===== config.mk =====
export PLATFORM = sky130hd
export DESIGN_NAME = perf_link
export DESIGN_NICKNAME = d
export VERILOG_FILES = /design/src/logic/perf_pkg.sv /design/src/logic/snoop_if.sv /design/src/logic/perf_latency.sv /design/src/logic/perf_link.sv /design/src/logic/perf_snoop.sv
export SDC_FILE = /design/constraint.sdc
export NUM_CORES = 1
export LEC_CHECK = 0
export BUFFER_PORTS_ARGS = -buffer_cell sky130_fd_sc_hd__buf_2
export CAP_MARGIN = 20
export CORE_AREA = 2 2 295 297
export DETAILED_ROUTE_END_ITERATION = 8
export DIE_AREA = 0 0 297 299
export PLACE_DENSITY = 0.52
export SLEW_MARGIN = 20
export SYNTH_ARGS = -nofsm -noshare
export SYNTH_HDL_FRONTEND = slang
export SYNTH_SLANG_ARGS = --single-unit

===== constraint.sdc =====
create_clock -name clk -period 4.5 [get_ports clk]
set_input_delay 0.675 -clock clk [delete_from_list [all_inputs] [get_ports clk]]
set_output_delay 0.675 -clock clk [all_outputs]
set_load 0.02 [all_outputs]

===== src/logic/perf_pkg.sv =====
`default_nettype none

package perf_pkg;

	// ******************************
	// basic data types
	// ******************************

	typedef logic [31:0]  word;
	typedef logic [15:0]  hword;
	typedef logic [127:0] line;
	typedef logic [15:0]  line_be;
	typedef logic [27:0]  line_ptr; // word address without offset.

	typedef struct packed {
		logic [1:0]  io;       // memory region, 0 is cached.
		logic [25:0] line_idx;
		logic [3:0]  offset;
	} addr_bits;

	typedef union packed {
		word      raw;
		addr_bits bits;
	} ring_addr;

	// ******************************
	// ring messages
	// ******************************

	typedef struct packed {
		logic       read;
		logic       inval;
		logic       reply;
		logic [1:0] ttl;
		ring_addr   addr;
	} ring_req;

	// fields the counters look at.
	typedef struct packed {
		logic       read;
		logic       inval;
		logic       reply;
		logic [1:0] ttl;
	} perf_sample;

	localparam logic [1:0] IO_CACHED = 2'd0;
	localparam logic [1:0] TTL_MAX   = 2'd3; // fresh injection.
	localparam logic [1:0] TTL_END   = 2'd0; // back home.

endpackage

`default_nettype wire


===== src/logic/snoop_if.sv =====
`timescale 1ns/1ps
`default_nettype none

interface snoop_if;
	import perf_pkg::*;

	logic       left_valid;
	logic       left_ready;
	perf_sample left;

	logic       right_valid;
	logic       right_ready;
	perf_sample right;

	logic       read;
	logic       write;
	logic       waitrequest;
	ring_addr   address;

	modport snoop (
		output left_valid, left_ready, left,
		output right_valid, right_ready, right,
		output read, write, waitrequest, address
	);

	modport monitor (
		input left_valid, left_ready, left,
		input right_valid, right_ready, right,
		input read, write, waitrequest, address
	);

endinterface

`default_nettype wire


===== src/logic/perf_latency.sv =====
`timescale 1ns/1ps
`default_nettype none

module perf_latency #(
	parameter int lat_width = 16
) (
	input  logic                 clk,
	input  logic                 rst_n,
	input  logic                 clear,
	input  logic                 sample,
	input  logic [lat_width-1:0] cycles,
	output logic [lat_width-1:0] min,
	output logic [lat_width-1:0] max
);

	logic take_min;
	logic take_max;

	// zero minimum means nothing seen yet.
	assign take_min = sample && (min == '0 || cycles < min);
	assign take_max = sample && cycles >= max;

	always_ff @(posedge clk or negedge rst_n) begin
		if (!rst_n) begin
			min <= '0;
			max <= '0;
		end else if (clear) begin
			min <= '0;
			max <= '0;
		end else begin
			if (take_min)
				min <= cycles;
			if (take_max)
				max <= cycles;
		end
	end

endmodule

`default_nettype wire


===== src/logic/perf_link.sv =====
`timescale 1ns/1ps
`default_nettype none

module perf_link #(
	parameter int lat_width = 16
) (
	input  logic             clk,
	input  logic             rst_n,

	input  logic             in_left_valid,
	input  perf_pkg::ring_req in_left,
	output logic             in_left_ready,

	input  logic             in_right_valid,
	input  perf_pkg::ring_req in_right,
	output logic             in_right_ready,

	input  logic             out_left_ready,
	output perf_pkg::ring_req out_left,
	output logic             out_left_valid,

	input  perf_pkg::line_ptr local_address,
	input  logic             local_read,
	input  logic             local_write,
	input  perf_pkg::line    local_writedata,
	input  perf_pkg::line_be local_byteenable,
	output logic             local_waitrequest,
	output perf_pkg::line    local_readdata,

	input  logic             mem_waitrequest,
	input  perf_pkg::line    mem_readdata,
	output perf_pkg::word    mem_address,
	output logic             mem_read,
	output logic             mem_write,
	output perf_pkg::line    mem_writedata,
	output perf_pkg::line_be mem_byteenable,

	input  logic             clear,
	input  logic [3:0]       address,
	output perf_pkg::word    readdata
);
	import perf_pkg::*;

	logic mem_done, cached, left_take, right_take, ring_end, ring_new;

	logic [lat_width-1:0] mem_cycles, mem_cycles_hold, ring_cycles;
	logic [lat_width-1:0] read_min, read_max, write_min, write_max, ring_min, ring_max;

	word reads, writes, io_reads, io_writes, ring_reads, ring_invals, ring_read_invals,
	     ring_replies, ring_forwards;

	snoop_if tap ();

	perf_snoop snoop_i (
		.tap (tap),
		.*
	);

	// ******************************
	// event decode
	// ******************************

	assign mem_done   = (tap.read || tap.write) && !tap.waitrequest;
	assign cached     = tap.address.bits.io == IO_CACHED;
	assign mem_cycles = mem_cycles_hold + 1'b1; // includes this cycle.
	assign left_take  = tap.left_valid && tap.left_ready;
	assign right_take = tap.right_valid && tap.right_ready;
	assign ring_end   = left_take && tap.left.ttl == TTL_END;
	assign ring_new   = right_take && tap.right.ttl == TTL_MAX;

	always_ff @(posedge clk or negedge rst_n) begin
		if (!rst_n) begin
			mem_cycles_hold <= '0;
			ring_cycles     <= '0;
		end else begin
			if (mem_done)
				mem_cycles_hold <= '0;
			else if (tap.read || tap.write)
				mem_cycles_hold <= mem_cycles;

			// latest injection restarts the round trip.
			ring_cycles <= ring_new ? lat_width'(1) : ring_cycles + 1'b1;
		end
	end

	// ******************************
	// event counters
	// ******************************

	always_ff @(posedge clk or negedge rst_n) begin
		if (!rst_n) begin
			reads            <= '0;
			writes           <= '0;
			io_reads         <= '0;
			io_writes        <= '0;
			ring_reads       <= '0;
			ring_invals      <= '0;
			ring_read_invals <= '0;
			ring_replies     <= '0;
			ring_forwards    <= '0;
		end else if (clear) begin
			reads            <= '0;
			writes           <= '0;
			io_reads         <= '0;
			io_writes        <= '0;
			ring_reads       <= '0;
			ring_invals      <= '0;
			ring_read_invals <= '0;
			ring_replies     <= '0;
			ring_forwards    <= '0;
		end else begin
			if (mem_done) begin
				if (!cached && tap.write)
					io_writes <= io_writes + 1;
				else if (!cached)
					io_reads <= io_reads + 1;
				else if (tap.write)
					writes <= writes + 1;
				else
					reads <= reads + 1;
			end

			if (ring_end && tap.left.reply)
				ring_replies <= ring_replies + 1;

			if (ring_new) begin
				if (tap.right.read && !tap.right.inval)
					ring_reads <= ring_reads + 1;
				if (!tap.right.read && tap.right.inval)
					ring_invals <= ring_invals + 1;
				if (tap.right.read && tap.right.inval)
					ring_read_invals <= ring_read_invals + 1;
			end else if (right_take) begin
				ring_forwards <= ring_forwards + 1; // passing through.
			end
		end
	end

	perf_latency #(.lat_width(lat_width)) read_lat_i (
		.clk    (clk),
		.rst_n  (rst_n),
		.clear  (clear),
		.sample (mem_done && cached && !tap.write),
		.cycles (mem_cycles),
		.min    (read_min),
		.max    (read_max)
	);

	perf_latency #(.lat_width(lat_width)) write_lat_i (
		.clk    (clk),
		.rst_n  (rst_n),
		.clear  (clear),
		.sample (mem_done && cached && tap.write),
		.cycles (mem_cycles),
		.min    (write_min),
		.max    (write_max)
	);

	perf_latency #(.lat_width(lat_width)) ring_lat_i (
		.clk    (clk),
		.rst_n  (rst_n),
		.clear  (clear),
		.sample (ring_end),
		.cycles (ring_cycles),
		.min    (ring_min),
		.max    (ring_max)
	);

	// ******************************
	// register window
	// ******************************

	always_comb begin
		unique case (address)
			4'd0:    readdata = reads;
			4'd1:    readdata = writes;
			4'd2:    readdata = {hword'(read_max), hword'(read_min)};
			4'd3:    readdata = {hword'(write_max), hword'(write_min)};
			4'd4:    readdata = ring_reads;
			4'd5:    readdata = ring_invals;
			4'd6:    readdata = ring_read_invals;
			4'd7:    readdata = ring_replies;
			4'd8:    readdata = ring_forwards;
			4'd9:    readdata = {hword'(ring_max), hword'(ring_min)};
			4'd10:   readdata = io_reads;
			4'd11:   readdata = io_writes;
			default: readdata = '0; // unused slots.
		endcase
	end

endmodule

`default_nettype wire


===== src/logic/perf_snoop.sv =====
`timescale 1ns/1ps
`default_nettype none

module perf_snoop (
	input  logic             clk,
	input  logic             rst_n,

	input  logic             in_left_valid,
	input  perf_pkg::ring_req in_left,
	output logic             in_left_ready,

	input  logic             in_right_valid,
	input  perf_pkg::ring_req in_right,
	output logic             in_right_ready,

	input  logic             out_left_ready,
	output perf_pkg::ring_req out_left,
	output logic             out_left_valid,

	input  perf_pkg::line_ptr local_address,
	input  logic             local_read,
	input  logic             local_write,
	input  perf_pkg::line    local_writedata,
	input  perf_pkg::line_be local_byteenable,
	output logic             local_waitrequest,
	output perf_pkg::line    local_readdata,

	input  logic             mem_waitrequest,
	input  perf_pkg::line    mem_readdata,
	output perf_pkg::word    mem_address,
	output logic             mem_read,
	output logic             mem_write,
	output perf_pkg::line    mem_writedata,
	output perf_pkg::line_be mem_byteenable,

	snoop_if.snoop           tap
);
	import perf_pkg::*;

	logic     slot_free;
	ring_addr mem_addr;

	// ******************************
	// ring forwarding stage
	// ******************************

	assign slot_free      = !out_left_valid || out_left_ready;
	assign in_right_ready = slot_free;
	assign in_left_ready  = slot_free && !in_right_valid; // right wins.

	always_ff @(posedge clk or negedge rst_n) begin
		if (!rst_n)
			out_left_valid <= 1'b0;
		else if (slot_free)
			out_left_valid <= in_right_valid || in_left_valid;
	end

	always_ff @(posedge clk) begin
		if (slot_free) begin
			if (in_right_valid)
				out_left <= in_right;
			else if (in_left_valid)
				out_left <= in_left;
		end
	end

	// ******************************
	// memory pass-through
	// ******************************

	assign mem_addr.raw      = {local_address, 4'b0000}; // line aligned.
	assign mem_address       = mem_addr.raw;
	assign mem_read          = local_read;
	assign mem_write         = local_write;
	assign mem_writedata     = local_writedata;
	assign mem_byteenable    = local_byteenable;
	assign local_waitrequest = mem_waitrequest;
	assign local_readdata    = mem_readdata;

	// taps for the counters.
	assign tap.left_valid  = in_left_valid;
	assign tap.left_ready  = in_left_ready;
	assign tap.left        = '{read: in_left.read, inval: in_left.inval,
	                           reply: in_left.reply, ttl: in_left.ttl};
	assign tap.right_valid = in_right_valid;
	assign tap.right_ready = in_right_ready;
	assign tap.right       = '{read: in_right.read, inval: in_right.inval,
	                           reply: in_right.reply, ttl: in_right.ttl};
	assign tap.read        = local_read;
	assign tap.write       = local_write;
	assign tap.waitrequest = mem_waitrequest;
	assign tap.address     = mem_addr;

endmodule

`default_nettype wire


==> out/metrics.csv <==
stage,metric,value,unit
power_and_ir_drop,pwr_density_cell,325,mW/mm^2
sta,slew_headroom,0.317,
yosys,seq_area_frac_synth,0.407,
yosys,synth_top_family_by_area,simple AND/OR/NAND/NOR gates,
yosys,yosys.area_share.simple,0.193,
global_routing,gr-usage-all-layers,0.231,
sta,hold_viol,0,
worst_setup_path,worst-path-max-fanout,9,
min_path,hp-class,in -> async,
yosys,yosys.area_share.xor_xnor,0.0830,
outcome,status,finished clean,
yosys,synth_edf_count,37,
placed_design,dp_hpwl,80700,um
yosys,synth_compound_area_frac,0.0941,
clocking,cts_tree,built,
finish,layout-drive-gt1-share,0.162,
worst_setup_path,cpPeakStageDelay,760,ps
yosys,synth_area_leaders,"dfrtp_1, buf_4, nor2_1, ha_1, xor2_1",
routing,routed_via_density,5.51,
run,maxCapViolCount,0,
clocking,htreeDepth,2,
floorplan,fp.dieW,297,um
clocking,cts_resized,0,
yosys,synth_fa_ha_area_frac,0.0458,
clocking,clock_sinks,454,
routing,vias,22400,
yosys,synth_area,0.0284,mm^2
yosys,ys_ff_latch,454,
yosys,synth_area_leader_cell,dfrtp_1,
yosys,synth_top_area_frac,0.367,
yosys,yosys.cell_types.count,74,
global_routing,grt_pass1_wl,153000,um
yosys,synth_most_common_cell,dfrtp_1,
floorplan,pin_count,766,
power_and_ir_drop,cellLeakagePower,0.0127,uW
worst_setup_path,crit_chain,ha_1 > and4_1 > nand4_1 > nor2_1 > xor2_1 > ha_1 > a211oi_1 > nand2_1 > o22ai_1 > a21oi_1 > buf_4 > mux2_2,
floorplan,row_count,108,
routing,avgRoutedWirePerCell,25.7,um
sta,final-max-slew-violation-count,0,
routing,drcViolationCount,0,
sta,min_period,3920,ps
global_routing,grt_pass1_vias,21500,
clocking,post_cts_buffers,0,
clocking,cts_made_buffers,53,
sta,tns,0,ps
routing,drt_first_pass_iters,6,
sta,tightest_slew,1020,ps
worst_setup_path,r2r_setup_slack,580,ps
worst_setup_path,worstSetupPathType,reg -> reg,
finish,fin_nets,3362,
finish,syn2layout_area_growth,6.90,%
placed_design,port_buffers,165,
floorplan,die_h,299,um
clocking,ctsLongestPathBuffers,3,
global_routing,grt_overflow,0,
yosys,synth_commonest_cells,"dfrtp_1, nor2_1, buf_4",
global_routing,grt_max_degree,163,
sta,fin_skew,43.6,ps
clocking,clkTransAtPathRegs,60,ps
finish,fillCellCount,8855,
placed_design,routabilityCongestion,0.957,
routing,totalWireLength,105000,um
worst_setup_path,cp_data_arrival_time,4410,ps
finish,seqCellArea,0.0115,mm^2
global_routing,antenna_found_initial,10,
sta,fin_crit_sh,0.872,
worst_setup_path,startpoint_type,flop,
yosys,ys_warn_count,0,
worst_setup_path,crit_required,4980,ps
yosys,synthCells,3015,
sta,setup_viol,0,
finish,fin_area,0.0304,mm^2
floorplan,fp.coreArea,0.0859,mm^2
floorplan,start_util,0.330,
yosys,synthMuxAreaShare,0.0589,
floorplan,dieArea,0.0888,mm^2
yosys,syn_avg_cell_area,9.42,um^2
worst_setup_path,cpMostUsedCell,ha_1,
sta,rsz0062_at_grt,false,
placed_design,place_area,0.0286,mm^2
yosys,synthArstFlopShare,0.919,
clocking,clockRootBuffer,clkbuf_16,
clocking,clock_latency,640,ps
clocking,cts_hold_buf,0,
worst_setup_path,end_kind,flop,
yosys,ys.flop_type,dfrtp_1,
routing,drt_iter0_markers,2357,
worst_setup_path,crit_slowest_cell,a21oi_1,
power_and_ir_drop,ir_drop,0.281,mV
finish,multi_input_area,0.0136,mm^2
routing,antenna_left,0,
sta,max_freq,255,MHz
per-stage QoR:
| step | hold WS (ps) | setup slack, ps | power (uW) | utilization | std cells |
|---|---|---|---|---|---|
| after floorplan | 379 | 1010 | 5390 | - | 3018 |
| final | 147 | 576 | 9850 | 0.353 | 4072 |
| after CTS | 158 | 541 | 9960 | 0.353 | 4069 |
| after global routing | 200 | 299 | 10300 | 0.353 | 4070 |
| after detailed placement | 496 | 553 | 5490 | 0.332 | 3970 |
| after global placement | 493 | 654 | 5490 | 0.332 | 3970 |
cell families (layout without fill, tap and decap cells):
family / after synthesis / after routing
simple gates: 1080 / 1080
other cells: 1 / 6
fa+ha+maj: 104 / 104
mux: 154 / 154
xor+xnor: 269 / 269
flops: 454 / 454
compound gates: 369 / 369
buf+inv: 584 / 481
layer usage:
metal  share of wire  GRT usage  vias to the layer above
li1                -          -                    10000
met1            0.42      0.308                    11000
met2            0.43      0.341                     1170
met3            0.12     0.0888                      193
met4           0.034     0.0764                       18
met5          0.0026     0.0217                        -
path summary, 6_finish.rpt:
check | depth (start not counted) | from | to
max | 12 | mem_cycles_hold[1] | read_lat_i.max[7]
min | 1 | rst_n | ring_cycles[4]
max reg2reg | 12 | mem_cycles_hold[1] | read_lat_i.max[7]
min reg2reg | 1 | read_lat_i.max[6] | read_lat_i.max[6]
max in group asynchronous | 2 | rst_n | mem_cycles_hold[9]
min in group clk | 2 | in_left_valid | snoop_i.out_left_valid
state kept, by name, summed over array words and instances (netlist names):
name	count
io_reads	32
io_writes	32
mem_cycles_hold	16
read_lat_i.max	16
read_lat_i.min	16
reads	32
ring_cycles	16
ring_forwards	32
ring_invals	32
ring_lat_i.max	16
ring_lat_i.min	16
ring_read_invals	32
ring_reads	32
ring_replies	32
snoop_i.out_left	37
snoop_i.out_left_valid	1
write_lat_i.max	16
write_lat_i.min	16
writes	32
cell usage in the layout (no fill, tap or decap), drive strengths merged, types with 39 or more instances in the layout:
cell / instances
a21oi: 61
xnor2: 130
dfrtp: 417
and4: 39
a22oi: 50
mux2: 104
nor3: 63
and3: 48
nand4: 89
xor2: 139
nor4: 51
nand2b: 44
clkbuf: 74
ha: 104
buf: 234
a22o: 42
inv: 149
mux2i: 50
o21ai: 69
a221oi: 42
nor2: 354
nand2: 167
nand3: 134
power breakdown:
group | internal, uW | switching [uW] | leakage [uW]
clock network | 2570 | 1870 | 0.000864
logic | 391 | 662 | 0.00571
registers | 4230 | 133 | 0.00616
total | 7190 | 2660 | 0.0127
critical path: cells and delay by family (launching register included):
kind,cells,cell delay (ps)
AOI/OAI and AO/OA,3,900
DFF,1,380
xor gates and xnor gates,1,470
buffers and inverters,1,330
muxes,1,340
adders and majority gates,2,460
and+or+nand+nor,4,900
layout make-up:
| class | instances | share of cell area |
|---|---|---|
| clock buffers | 74 | 0.0496 |
| clock inverters | 25 | 0.00878 |
| well taps | 1155 | 0.0476 |
| repair buffers | 234 | 0.0478 |
| inverters | 148 | 0.0183 |
| multi-input cells | 1980 | 0.447 |
| flip-flops and latches | 454 | 0.380 |
| diodes | 2 | 0.000165 |
(Power assumes the default switching activity.)
